[config.mk]
export PLATFORM = sky130hd
export DESIGN_NAME = calc_top
export DESIGN_NICKNAME = d
export VERILOG_FILES = /design/src/common/calc_pkg.sv /design/src/source/key_encoder.sv /design/src/source/key_fifo.sv /design/src/gencon/addition.sv /design/src/gencon/multiply.sv /design/src/gencon/gencon.sv /design/src/source/calc_top.sv
export VERILOG_INCLUDE_DIRS = /design/src /design/src/common
export SDC_FILE = /design/constraint.sdc
export NUM_CORES = 1
export LEC_CHECK = 0
export ABC_AREA = 1
export ABC_CLOCK_PERIOD_IN_PS = 4200
export BUFFER_PORTS_ARGS = -buffer_cell sky130_fd_sc_hd__clkbuf_2
export CORE_MARGIN = 1
export CORE_UTILIZATION = 59
export CTS_BUF_LIST = sky130_fd_sc_hd__clkbuf_4 sky130_fd_sc_hd__clkbuf_8 sky130_fd_sc_hd__clkbuf_16
export DETAILED_ROUTE_END_ITERATION = 7
export HOLD_SLACK_MARGIN = 0.02
export PLACE_DENSITY_LB_ADDON = 0.2
export SLEW_MARGIN = 10
export SYNTH_ARGS = -nofsm -noshare
export SYNTH_HDL_FRONTEND = slang
export SYNTH_SLANG_ARGS = --single-unit
[constraint.sdc]
create_clock -name clk -period 4.2 [get_ports clk]
set_input_delay 0.63 -clock clk [delete_from_list [all_inputs] [get_ports clk]]
set_output_delay 0.63 -clock clk [all_outputs]
set_load 0.05 [all_outputs]
[src/common/calc_consts.svh]
// Calculator constants: number width, key FIFO depth, multiplier iteration count
`ifndef CALC_CONSTS_SVH
`define CALC_CONSTS_SVH

// Sign in the top bit, magnitude below it
`define CALC_WIDTH 16

`define KEY_FIFO_DEPTH 4

// One iteration per magnitude bit
`define MULT_CYCLES 15

`endif

[src/common/calc_pkg.sv]
// Calculator types: opcode and key-kind enums, key event struct, controller state enum
package calc_pkg;

    // Operator keys and the latched operation
    typedef enum logic [2:0] {
        OP_NONE = 3'd0,
        OP_NEG  = 3'd1,
        OP_ADD  = 3'd2,
        OP_SUB  = 3'd3,
        OP_MUL  = 3'd4
    } op_t;

    typedef enum logic [1:0] {
        KEY_DIGIT,
        KEY_OP,
        KEY_EQUAL
    } key_kind_t;

    // One keypad press, 9 bits
    typedef struct packed {
        key_kind_t  kind;
        logic [3:0] digit;
        op_t        op;
    } key_event_t;

    typedef enum logic [3:0] {
        WAIT_OP1,
        WAIT_MULT_OP1,
        ADD_KEY_OP1,
        WAIT_OP2,
        WAIT_MULT_OP2,
        ADD_KEY_OP2,
        SEND_TO_COMPUTE,
        WAIT_COMPUTE,
        SHOW_RESULT
    } calc_state_t;

endpackage

[src/source/key_encoder.sv]
// Key encoder: rising-edge detection and priority encoding of keypad buttons
module key_encoder (
    input  logic                  clk,
    input  logic                  nRST,
    input  logic [9:0]            digit_pad,
    input  logic [3:0]            op_pad,
    input  logic                  equal_btn,
    output logic                  push_valid,
    output calc_pkg::key_event_t  push_event
);
    import calc_pkg::*;

    logic [9:0] digit_q;
    logic [3:0] op_q;
    logic       equal_q;
    logic [9:0] digit_rise;
    logic [3:0] op_rise;
    logic       equal_rise;
    key_event_t enc;

    assign digit_rise = digit_pad & ~digit_q;
    assign op_rise    = op_pad & ~op_q;
    assign equal_rise = equal_btn & ~equal_q;

    // Equal wins, then NEG..MUL, then the lowest digit
    // op_pad bit 0 is NEG, bit 3 is MUL
    always_comb begin
        enc.kind  = KEY_DIGIT;
        enc.digit = 4'd0;
        enc.op    = OP_NONE;
        for (int i = 9; i >= 0; i--) begin
            if (digit_rise[i]) enc.digit = 4'(i);
        end
        for (int i = 3; i >= 0; i--) begin
            if (op_rise[i]) begin
                enc.kind = KEY_OP;
                enc.op   = op_t'(3'(i + 1));
            end
        end
        if (equal_rise) begin
            enc.kind = KEY_EQUAL;
            enc.op   = OP_NONE;
        end
    end

    always_ff @(posedge clk or negedge nRST) begin
        if (!nRST) begin
            digit_q    <= '0;
            op_q       <= '0;
            equal_q    <= 1'b0;
            push_valid <= 1'b0;
        end else begin
            digit_q    <= digit_pad;
            op_q       <= op_pad;
            equal_q    <= equal_btn;
            push_valid <= |{digit_rise, op_rise, equal_rise};
        end
    end

    always_ff @(posedge clk) begin
        push_event <= enc;
    end

endmodule

[src/source/key_fifo.sv]
// Key event FIFO: circular buffer with valid/ready pop side and sticky drop flag
`include "calc_consts.svh"

module key_fifo #(
    parameter int DEPTH = `KEY_FIFO_DEPTH
) (
    input  logic                  clk,
    input  logic                  nRST,
    input  logic                  push_valid,
    input  calc_pkg::key_event_t  push_event,
    output logic                  pop_valid,
    output calc_pkg::key_event_t  pop_event,
    input  logic                  pop_ready,
    output logic                  dropped
);
    import calc_pkg::*;

    localparam int PW = (DEPTH > 1) ? $clog2(DEPTH) : 1;
    localparam int CW = $clog2(DEPTH + 1);
    localparam logic [CW-1:0] FULL = CW'(DEPTH);

    key_event_t    mem [DEPTH];
    logic [PW-1:0] wr_ptr;
    logic [PW-1:0] rd_ptr;
    logic [CW-1:0] count;
    logic          push_ok;
    logic          pop_ok;

    // Wraps at DEPTH, which need not be a power of two
    function automatic logic [PW-1:0] bump(input logic [PW-1:0] p);
        return (p == PW'(DEPTH - 1)) ? '0 : p + 1'b1;
    endfunction

    assign pop_valid = (count != '0);
    assign pop_event = mem[rd_ptr];
    assign push_ok   = push_valid && (count != FULL);
    assign pop_ok    = pop_valid && pop_ready;

    always_ff @(posedge clk or negedge nRST) begin
        if (!nRST) begin
            wr_ptr  <= '0;
            rd_ptr  <= '0;
            count   <= '0;
            dropped <= 1'b0;
        end else begin
            if (push_ok) wr_ptr <= bump(wr_ptr);
            if (pop_ok) rd_ptr <= bump(rd_ptr);
            count <= count + CW'(push_ok) - CW'(pop_ok);
            // Full buffer loses the press
            if (push_valid && !push_ok) dropped <= 1'b1;
        end
    end

    always_ff @(posedge clk) begin
        if (push_ok) mem[wr_ptr] <= push_event;
    end

    count_bound: assert property (@(posedge clk) disable iff (!nRST) count <= FULL);

endmodule

[src/gencon/addition.sv]
// Sign-magnitude adder/subtractor with start/finish handshake
`include "calc_consts.svh"

module addition (
    input  logic                   clk,
    input  logic                   nRST,
    input  logic [`CALC_WIDTH-1:0] in1,
    input  logic [`CALC_WIDTH-1:0] in2,
    input  logic                   sub,
    input  logic                   start,
    output logic [`CALC_WIDTH-1:0] out,
    output logic                   finish
);
    localparam int MW = `CALC_WIDTH - 1;

    logic          s1;
    logic          s2;
    logic          res_sign;
    logic [MW-1:0] m1;
    logic [MW-1:0] m2;
    logic [MW-1:0] res_mag;

    always_comb begin
        s1 = in1[MW];
        s2 = in2[MW] ^ sub;
        m1 = in1[MW-1:0];
        m2 = in2[MW-1:0];
        if (s1 == s2) begin
            res_mag  = m1 + m2;
            res_sign = s1;
        end else if (m1 >= m2) begin
            res_mag  = m1 - m2;
            res_sign = s1;
        end else begin
            res_mag  = m2 - m1;
            res_sign = s2;
        end
        // No negative zero
        if (res_mag == '0) res_sign = 1'b0;
    end

    always_ff @(posedge clk or negedge nRST) begin
        if (!nRST) finish <= 1'b0;
        else finish <= start;
    end

    always_ff @(posedge clk) begin
        if (start) out <= {res_sign, res_mag};
    end

endmodule

[src/gencon/multiply.sv]
// Sequential shift-add sign-magnitude multiplier with start/finish handshake
`include "calc_consts.svh"

module multiply (
    input  logic                   clk,
    input  logic                   nRST,
    input  logic [`CALC_WIDTH-1:0] in1,
    input  logic [`CALC_WIDTH-1:0] in2,
    input  logic                   start,
    output logic [`CALC_WIDTH-1:0] out,
    output logic                   finish
);
    localparam int MW = `CALC_WIDTH - 1;
    localparam int CW = $clog2(`MULT_CYCLES + 1);

    logic [CW-1:0] cnt;
    logic          busy;
    logic          sign_q;
    logic [MW-1:0] a_q;
    logic [MW-1:0] b_q;
    logic [MW-1:0] acc_q;
    logic [MW-1:0] acc_next;

    assign busy     = (cnt != '0);
    assign acc_next = b_q[0] ? acc_q + a_q : acc_q;

    always_ff @(posedge clk or negedge nRST) begin
        if (!nRST) begin
            cnt    <= '0;
            finish <= 1'b0;
        end else begin
            finish <= 1'b0;
            if (start) begin
                cnt <= CW'(`MULT_CYCLES);
            end else if (busy) begin
                cnt <= cnt - 1'b1;
                if (cnt == CW'(1)) finish <= 1'b1;
            end
        end
    end

    // Bits shifted past the top are lost, so the product wraps
    always_ff @(posedge clk) begin
        if (start) begin
            a_q    <= in1[MW-1:0];
            b_q    <= in2[MW-1:0];
            acc_q  <= '0;
            sign_q <= in1[MW] ^ in2[MW];
        end else if (busy) begin
            acc_q <= acc_next;
            a_q   <= a_q << 1;
            b_q   <= b_q >> 1;
            if (cnt == CW'(1)) out <= {sign_q && (acc_next != '0), acc_next};
        end
    end

    start_when_idle: assert property (@(posedge clk) disable iff (!nRST)
        start |-> !busy);

endmodule

[src/gencon/gencon.sv]
// Calculator controller: operand entry, operation dispatch and result display
`include "calc_consts.svh"

module gencon (
    input  logic                   clk,
    input  logic                   nRST,
    input  logic                   key_valid,
    input  calc_pkg::key_event_t   key_event,
    output logic                   key_read,
    output logic                   complete,
    output logic [`CALC_WIDTH-1:0] display_output
);
    import calc_pkg::*;

    localparam int W  = `CALC_WIDTH;
    localparam int MW = W - 1;

    calc_state_t   state;
    calc_state_t   next_state;
    op_t           op_q;
    logic [3:0]    digit_q;
    logic [W-1:0]  operand1;
    logic [W-1:0]  operand2;
    logic [W-1:0]  cur_operand;
    logic [W-1:0]  cur_next;
    logic          cur_we;
    logic          in_op2;
    logic          take;
    logic          is_binop;

    logic          start_alu;
    logic          alu_sub;
    logic [W-1:0]  alu_out;
    logic          alu_finish;
    logic          start_mult;
    logic [W-1:0]  mult_a;
    logic [W-1:0]  mult_b;
    logic [W-1:0]  mult_out;
    logic          mult_finish;

    addition add_calc (
        .clk    (clk),
        .nRST   (nRST),
        .in1    (operand1),
        .in2    (operand2),
        .sub    (alu_sub),
        .start  (start_alu),
        .out    (alu_out),
        .finish (alu_finish)
    );

    multiply mult_calc (
        .clk    (clk),
        .nRST   (nRST),
        .in1    (mult_a),
        .in2    (mult_b),
        .start  (start_mult),
        .out    (mult_out),
        .finish (mult_finish)
    );

    // Keys are taken only while waiting for input
    assign key_read    = key_valid && (state inside {WAIT_OP1, WAIT_OP2});
    assign take        = key_read;
    assign is_binop    = key_event.op inside {OP_ADD, OP_SUB, OP_MUL};
    assign in_op2      = state inside {WAIT_OP2, WAIT_MULT_OP2, ADD_KEY_OP2};
    assign cur_operand = in_op2 ? operand2 : operand1;
    assign alu_sub     = (op_q == OP_SUB);

    // Digit entry multiplies the bare magnitude by ten, sign stays in the operand
    always_comb begin
        if (state == WAIT_COMPUTE) begin
            mult_a = operand1;
            mult_b = operand2;
        end else begin
            mult_a = {1'b0, cur_operand[MW-1:0]};
            mult_b = W'(10);
        end
    end

    always_comb begin
        next_state = state;
        cur_next   = cur_operand;
        cur_we     = 1'b0;
        case (state)
            WAIT_OP1, WAIT_OP2: begin
                if (take) begin
                    case (key_event.kind)
                        KEY_DIGIT: next_state = in_op2 ? WAIT_MULT_OP2 : WAIT_MULT_OP1;
                        KEY_OP: begin
                            if (is_binop) next_state = WAIT_OP2;
                            if (key_event.op == OP_NEG) begin
                                cur_next[MW] = ~cur_operand[MW];
                                cur_we       = 1'b1;
                            end
                        end
                        // A stray equal before any operator is dropped here
                        KEY_EQUAL: if (in_op2) next_state = SEND_TO_COMPUTE;
                        default: ;
                    endcase
                end
            end
            WAIT_MULT_OP1, WAIT_MULT_OP2: begin
                if (mult_finish) begin
                    next_state          = in_op2 ? ADD_KEY_OP2 : ADD_KEY_OP1;
                    cur_next[MW-1:0]    = mult_out[MW-1:0];
                    cur_we              = 1'b1;
                end
            end
            ADD_KEY_OP1, ADD_KEY_OP2: begin
                next_state       = in_op2 ? WAIT_OP2 : WAIT_OP1;
                cur_next[MW-1:0] = cur_operand[MW-1:0] + MW'(digit_q);
                cur_we           = 1'b1;
            end
            SEND_TO_COMPUTE: next_state = WAIT_COMPUTE;
            WAIT_COMPUTE: begin
                if ((op_q == OP_MUL) ? mult_finish : alu_finish) next_state = SHOW_RESULT;
            end
            SHOW_RESULT: next_state = WAIT_OP1;
            default: next_state = WAIT_OP1;
        endcase
    end

    always_ff @(posedge clk or negedge nRST) begin
        if (!nRST) begin
            state          <= WAIT_OP1;
            op_q           <= OP_NONE;
            operand1       <= '0;
            operand2       <= '0;
            start_alu      <= 1'b0;
            start_mult     <= 1'b0;
            complete       <= 1'b0;
            display_output <= '0;
        end else begin
            state      <= next_state;
            start_alu  <= 1'b0;
            start_mult <= 1'b0;
            complete   <= 1'b0;
            if (take && key_event.kind == KEY_DIGIT) start_mult <= 1'b1;
            // Later operator replaces the earlier one
            if (take && key_event.kind == KEY_OP && is_binop) op_q <= key_event.op;
            if (cur_we) begin
                if (in_op2) operand2 <= cur_next;
                else operand1 <= cur_next;
            end
            if (state == SEND_TO_COMPUTE) begin
                if (op_q == OP_MUL) start_mult <= 1'b1;
                else start_alu <= 1'b1;
            end
            if (state == SHOW_RESULT) begin
                complete       <= 1'b1;
                display_output <= (op_q == OP_MUL) ? mult_out : alu_out;
                operand1       <= '0;
                operand2       <= '0;
            end
        end
    end

    always_ff @(posedge clk) begin
        if (take && key_event.kind == KEY_DIGIT) digit_q <= key_event.digit;
    end

    complete_single: assert property (@(posedge clk) disable iff (!nRST)
        complete |=> !complete);

    // Adder computation never shares the multiplier
    no_mult_on_add: assert property (@(posedge clk) disable iff (!nRST)
        (state == WAIT_COMPUTE && op_q != OP_MUL) |-> !start_mult);

endmodule

[src/source/calc_top.sv]
// Calculator top level: key encoder, key FIFO and controller
`include "calc_consts.svh"

module calc_top (
    input  logic                   clk,
    input  logic                   nRST,
    input  logic [9:0]             digit_pad,
    input  logic [3:0]             op_pad,
    input  logic                   equal_btn,
    output logic [`CALC_WIDTH-1:0] display_output,
    output logic                   complete,
    output logic                   key_dropped
);
    import calc_pkg::*;

    logic       push_valid;
    key_event_t push_event;
    logic       pop_valid;
    key_event_t pop_event;
    logic       key_read;

    key_encoder u_encoder (
        .clk        (clk),
        .nRST       (nRST),
        .digit_pad  (digit_pad),
        .op_pad     (op_pad),
        .equal_btn  (equal_btn),
        .push_valid (push_valid),
        .push_event (push_event)
    );

    key_fifo #(.DEPTH(`KEY_FIFO_DEPTH)) u_fifo (
        .clk        (clk),
        .nRST       (nRST),
        .push_valid (push_valid),
        .push_event (push_event),
        .pop_valid  (pop_valid),
        .pop_event  (pop_event),
        .pop_ready  (key_read),
        .dropped    (key_dropped)
    );

    gencon u_gencon (
        .clk            (clk),
        .nRST           (nRST),
        .key_valid      (pop_valid),
        .key_event      (pop_event),
        .key_read       (key_read),
        .complete       (complete),
        .display_output (display_output)
    );

endmodule

==> results of run 1 <==
[cell families after synthesis]
kind of cell | Yosys count
simple gates | 859
buf+inv | 309
compound gates | 271
flops | 215
fa+ha+maj | 80
xor+xnor | 22
[metrics by stage]
stage	hold WS (ns)	util	instance area, µm²
floorplan	0.334	-	13200
global placement	0.454	0.623	13600
detailed placement	0.462	0.623	13600
CTS	0.191	0.660	14400
global route	0.195	0.660	14400
finish	0.145	0.660	14400
[registers in the layout (all words and copies together) (netlist names), 2 cells and up]
| register | count |
|---|---|
| u_gencon.display_output | 16 |
| u_encoder.op_q | 4 |
| u_gencon.state | 4 |
| u_fifo.rd_ptr | 2 |
| u_gencon.mult_calc.cnt | 4 |
| u_gencon.operand1 | 16 |
| u_encoder.push_event | 9 |
| u_gencon.mult_calc.b_q | 15 |
| u_gencon.add_calc.out | 16 |
| u_fifo.count | 3 |
| u_fifo.wr_ptr | 2 |
| u_gencon.operand2 | 16 |
| u_encoder.digit_q | 10 |
| u_gencon.digit_q | 4 |
| u_fifo.mem | 36 |
| u_gencon.mult_calc.a_q | 15 |
| u_gencon.mult_calc.out | 16 |
| u_gencon.op_q | 3 |
| u_gencon.mult_calc.acc_q | 15 |
[worst paths after layout]
path / from / to / slack, ns / cells past startpoint
worst min register to register: u_encoder.equal_q / u_encoder.push_event[8] / 0.47 / 1
worst min-delay path: nRST / u_gencon.operand1[7] / 0.15 / 1
min in group clk: digit_pad[0] / u_encoder.digit_q[0] / 0.21 / 1
worst max-delay path: u_gencon.operand1[10] / u_gencon.add_calc.out[15] / 0.72 / 16
worst max register to register: u_gencon.operand1[10] / u_gencon.add_calc.out[15] / 0.72 / 16
max in group asynchronous: nRST / u_fifo.wr_ptr[0] / 3.08 / 2
[final cells by class]
| type | instances | area share |
|---|---|---|
| repair buffers | 49 | 0.0197 |
| clock inverters | 14 | 0.0116 |
| inverters | 262 | 0.0681 |
| multi-input cells | 1232 | 0.433 |
| flip-flops and latches | 215 | 0.400 |
| well taps | 280 | 0.0242 |
| clock buffers | 28 | 0.0437 |
[routing by layer]
metal | up-vias | GRT usage | part of all wire
li1 | 5729 | - | -
met1 | 5532 | 0.436 | 0.41
met2 | 432 | 0.567 | 0.48
met3 | 93 | 0.0392 | 0.061
met4 | 0 | 0.169 | 0.052
met5 | - | 0 | 0
[worst max-delay path: cells and delay by family, from the launching register on]
kind,cells,cell delay [ns]
adders and majority gates,1,0.48
and+or+nand+nor,11,1.60
DFF,1,0.39
AOI/OAI and AO/OA,2,0.60
buffers and inverters,2,0.15
[synthesized netlist by cell type, types with 8 or more instances]
| master | n |
|---|---|
| dfxtp_1 | 24 |
| edfxtp_1 | 103 |
| nand2_1 | 560 |
| o21ai_0 | 147 |
| a21oi_1 | 67 |
| ha_1 | 74 |
| clkbuf_1 | 24 |
| a31oi_1 | 8 |
| nand4_1 | 28 |
| buf_2 | 15 |
| xor2_1 | 17 |
| nand3_1 | 108 |
| dfrtp_1 | 88 |
| nor2_1 | 134 |
| o22ai_1 | 15 |
| nor3_1 | 14 |
| inv_1 | 254 |
==> summary.txt, run 1 <==
Run status
  – Status: complete, no violations

Synthesis
  – Post-synthesis compound-gate area fraction: 0.113
  – Area leader, netlist: edfxtp_1
  – Synth Instances: ~1800
  – Top FF cell, synth: edfxtp_1
  – Largest family of logic cells by synthesized area: simple AND/OR/NAND/NOR gates
  – Area share of the largest cell type after synthesis: 0.234
  – Post-Synthesis Net Count: 1853
  – Synth area leaders: edfxtp_1 23%, dfrtp_1 17%, nand2_1 16%
  – Xor/xnor share of the synthesized area: 0.0146
  – Mux cell area share after synthesis: 0
  – FF+latch count, synth: 215
  – Post-synth EDFFs: 103
  – Synth cell types: 47
  – Yosys warns: 0
  – Post-synthesis async set-or-reset flop share: 0.409
  – Seq/Total Area, Yosys: 0.436
  – Simple-gate share of the synthesized area: 0.265
  – Mapped cell area: around 0.013 mm²
  – Adder-cell share of the synthesized area: 0.0790
  – Mean Syn Cell Area: 7.54 µm²

Critical path
  – WS Path Type: flip-flop to flip-flop
  – Slowest stage delay, CP: between 0.6 and 0.7 ns
  – Crit path max fanout: 16
  – Worst Setup End Kind: flip-flop
  – CP cell instances: inv_1, ha_1, nand2_1, inv_1, nand2_1, nand2_1, a21oi_1, nand3_1, nand2_1, nand2_1, nand2_1, nand2_1, nor2_1, nand2_1, nor2_1, a21oi_1
  – Cell mode on critical path: nand2_1
  – CP max-delay cell: nand3_1
  – CP Launch Type: flip-flop
  – CP arrival: about 3.8 ns
  – Worst EP required: ~4.5 ns

Place
  – Placed cell count: roughly 2000
  – DP Worst Slack: just under 0.8 ns
  – Gp weighted congestion: just under 1
  – I/O Buffers: 34
  – DP Wirelength: about 30 mm

Floorplanning
  – Core Area: ~0.022 mm²
  – IO Pins: 35
  – DIE HEIGHT: 152 µm
  – Die ar.: 0.0230 mm²
  – Die X-Extent: 152 µm
  – Starting Density: 0.605
  – FP Rows: between 50 and 60

GRT
  – First-pass GRT wire length: around 60 mm
  – Number of global-route vias before repair: about 11000
  – Grt ovf: 0
  – Initial antenna violation count: 0
  – Overall routing resource usage: 0.340
  – Largest net degree at the start of global routing: 57

Routing
  – Vias: around 12000
  – Vias per std cell: between 5 and 6
  – Post-route DRC: 0
  – DR pass1 iterations: 6
  – Drt wl/cell: around 18 µm
  – Routed wire length: roughly 38 mm
  – Initial DRC Count: around 1000
  – Post-route ant nets: 0

Clock network
  – Number of H-tree levels: 1
  – Sink Count: ~220
  – Clk root buf: clkbuf_16
  – CTS Hold Bufs: 0
  – Clock-pin slew on the worst setup and hold paths: approximately 0.060 ns
  – Worst-case clock buffer depth: 3
  – Post-CTS setup buffer count: 0
  – CTS tree: done
  – Post-CTS sizing: 0
  – Clock Latency Late Sink: around 0.54 ns
  – Inserted Clock Buffers: 23

Final layout
  – Area Overhead vs Synth: 9.15%
  – Most common cell after layout, fill and taps aside: nand2_1
  – Share of cells above drive strength 1: 0.0633
  – Area of the multi-input gates: around 0.0063 mm²
  – Final Non-Filler Cells: between 2000 and 2500
  – Most frequent cells in the layout: 560 x nand2_1, 254 x inv_1, 147 x o21ai_0
  – Antenna diodes: 0
  – # fillers: ~1900
  – Nets: about 1900
  – Register Area: 0.00578 mm²

STA
  – PnR worst setup slack: 0.719 ns
  – Final period util: 0.829
  – # setup viols final: 0
  – Worst Skew: about 0.024 ns
  – Final hold vios: 0
  – Setup TNS: 0 ns
  – Slew margin rel.: 0.412
  – Slew Limit Fails: 0
  – Worst slew pin tran: just under 0.9 ns
  – Max Freq: 287 MHz
  – Setup repair after global routing missed its margin: no
  – Fin crit period: roughly 3.5 ns

Worst hold path
  – Worst hold-check path type: input pin to async pin

Job
  – Max cap viols: 0
Power of run 1 is not shown: default switching activity piles up to over one toggle a cycle in this logic, so the estimate is an artifact.
==> run 2, diff against run 1 <==
--- a/config.mk
+++ b/config.mk
@@ -7,10 +7,10 @@
 export NUM_CORES = 1
 export LEC_CHECK = 0
 export ABC_AREA = 1
-export ABC_CLOCK_PERIOD_IN_PS = 4200
+export ABC_CLOCK_PERIOD_IN_PS = 3200
 export BUFFER_PORTS_ARGS = -buffer_cell sky130_fd_sc_hd__clkbuf_2
 export CORE_MARGIN = 1
-export CORE_UTILIZATION = 59
+export CORE_UTILIZATION = 57
 export CTS_BUF_LIST = sky130_fd_sc_hd__clkbuf_4 sky130_fd_sc_hd__clkbuf_8 sky130_fd_sc_hd__clkbuf_16
 export DETAILED_ROUTE_END_ITERATION = 7
 export HOLD_SLACK_MARGIN = 0.02
==> constraint.sdc (replaced) <==
create_clock -name clk -period 3.2 [get_ports clk]
set_input_delay 0.48 -clock clk [delete_from_list [all_inputs] [get_ports clk]]
set_output_delay 0.48 -clock clk [all_outputs]
set_load 0.05 [all_outputs]
==> summary.txt, run 2 (synthesis gave the netlist of run 1 again) <==
STA
  – Final period util: 0.948 (+0.119)
  – Setup repair after global routing missed its margin: no
  – Setup TNS: 0 ns (unchanged)
  – PnR worst setup slack: 0.167 ns (-0.553 ns)
  – Worst slew pin tran: 0.935 ns (+0.0567 ns)
  – Max Freq: 330 MHz (+15%)
  – Slew Limit Fails: 0 (unchanged)
  – Fin crit period: 3.03 ns (-0.447 ns)
  – Slew margin rel.: 0.374 (-0.0379)
  – Worst Skew: 0.0144 ns (-0.00978 ns)
  – # setup viols final: 0 (unchanged)
  – Final hold slack: 0.0502 ns (-0.0950 ns)
  – Final hold vios: 0 (unchanged)

Final layout
  – Antenna diodes: 0 (unchanged)
  – Share of cells above drive strength 1: 0.0892 (+0.0259)
  – Area of the multi-input gates: 0.00626 mm² (+0.14%)
  – Max FFs per register: 36 (unchanged)
  – Final Non-Filler Cells: 2134 (+2.6%)
  – # fillers: 1966 (+2.5%)
  – Area Overhead vs Synth: 12.3%
  – Most common cell after layout, fill and taps aside: nand2_1
  – Register with the most flip-flops: u_fifo.mem
  – Most frequent cells in the layout: 559 x nand2_1, 254 x inv_1, 144 x o21ai_0
  – Nets: 1929 (+2.6%)
  – Register Area: 0.00578 mm² (unchanged)

Floorplanning
  – FP Rows: 55 (+1.9%)
  – Die X-Extent: 154 µm (+1.7%)
  – Starting Density: 0.583 (-0.0218)
  – Core Area: 0.0227 mm² (+3.7%)
  – Die ar.: 0.0238 mm² (+3.5%)
  – DIE HEIGHT: 154 µm (+1.7%)
  – IO Pins: 35 (unchanged)

Place
  – I/O Buffers: 34 (unchanged)
  – Gp weighted congestion: 1.02 (+3.6%)
  – Placed cell count: 2092 (+2.6%)
  – DP Wirelength: 28.3 mm (-4.8%)
  – DP Worst Slack: 0.126 ns (-0.663 ns)

Run status
  – Status: complete, no violations

Critical path
  – Cell mode on critical path: nand2_1
  – CP max-delay cell: dfrtp_1
  – CP Launch Type: flip-flop
  – Crit path max fanout: 8 (-8)
  – Worst Setup SP: u_gencon.state[0]
  – WS Path Type: flip-flop to flip-flop
  – CP arrival: 3.43 ns (-0.33 ns)
  – R2R cell count: 18 (+2)
  – Worst EP required: 3.60 ns (-0.88 ns)
  – CP cell instances: nand2_1, inv_1, nand2_1, nand2_2, nand2_1, o21ai_0, ha_1, fa_1, a31oi_1, nor2_1, nand2_1, inv_2, nand2_1, o21ai_1, nand3_1, nand2_1, nand3_1, nand2_1
  – Worst Setup End Kind: flip-flop
  – R2R Path Start: u_gencon.state[0]
  – Slowest stage delay, CP: 0.44 ns (-0.18 ns)

GRT
  – Met3 usage: 0.0474 (+0.00813)
  – Largest net degree at the start of global routing: 59 (+3.5%)
  – GR peak layer: met2
  – Overall routing resource usage: 0.312 (-0.0278)
  – Met1 GRT Util: 0.404 (-0.0326)
  – Grt ovf: 0 (unchanged)
  – First-pass GRT wire length: 58.0 mm (-0.91%)
  – Number of global-route vias before repair: 11260 (+3.8%)
  – Met2 Use GR: 0.544 (-0.0231)
  – Initial antenna violation count: 0 (unchanged)

Routing
  – Routed wire length: 36.5 mm (-4.1%)
  – Post-route ant nets: 0 (unchanged)
  – Initial DRC Count: 1150 (+15%)
  – Drt wl/cell: 17.1 µm (-6.5%)
  – Post-route DRC: 0 (unchanged)
  – Vias per std cell: 5.55 (-2.1%)
  – Vias: 11841 (+0.47%)
  – DR pass1 iterations: 6 (unchanged)

Clock network
  – CTS tree: done
  – Post-CTS sizing: 0 (unchanged)
  – Number of H-tree levels: 1 (unchanged)
  – CTS Hold Bufs: 0 (unchanged)
  – Worst-case clock buffer depth: 3 (unchanged)
  – Inserted Clock Buffers: 23 (unchanged)
  – Clk root buf: clkbuf_16
  – Post-CTS setup buffer count: 0 (unchanged)
  – Clock Latency Late Sink: 0.51 ns (-0.03 ns)
  – Sink Count: 215 (unchanged)
  – Clock-pin slew on the worst setup and hold paths: 0.06 ns (about the same)

Job
  – Max cap viols: 0 (unchanged)

Worst hold path
  – Worst hold-check path type: input pin to async pin
## run 2: area by class of cell
| class | instances | share of cell area |
|---|---|---|
| clock inverters | 13 | 0.0119 |
| flip-flops and latches | 215 | 0.389 |
| clock buffers | 29 | 0.0430 |
| inverters | 262 | 0.0662 |
| repair buffers | 98 | 0.0448 |
| well taps | 285 | 0.0240 |
| multi-input cells | 1232 | 0.421 |
## run 2: worst max-delay path: cells and delay by family (launching register included)
family | cells | cell delay [ns]
and+or+nand+nor | 11 | 1.14
buffers and inverters | 2 | 0.16
DFF | 1 | 0.44
adders and majority gates | 2 | 0.71
AOI/OAI and AO/OA | 3 | 0.47
## run 2: routing by layer
| layer | vias to the layer above | share of wire | routed length (µm) |
|---|---|---|---|
| met5 | - | 0 | 0 |
| met4 | 0 | 0.028 | 1020 |
| met1 | 5488 | 0.41 | 14800 |
| met3 | 77 | 0.085 | 3090 |
| met2 | 461 | 0.48 | 17600 |
| li1 | 5815 | - | - |
## run 2: final timing paths
path | to | slack [ns]
max in group asynchronous | u_gencon.display_output[4] | 2.46
min reg2reg | u_encoder.push_event[8] | 0.44
min in group clk | u_encoder.op_q[1] | 0.08
max | u_gencon.operand1[14] | 0.17
max reg2reg | u_gencon.operand1[14] | 0.17
min | u_gencon.display_output[10] | 0.05
## run 2: stage by stage
step	utilization	cell area (µm²)
2_1_floorplan	-	13200
3_3_place_gp	0.618	14000
3_5_place_dp	0.618	14000
4_1_cts	0.654	14900
5_1_grt	0.654	14900
6_report	0.654	14900
Power of run 2 is left out for the same reason.
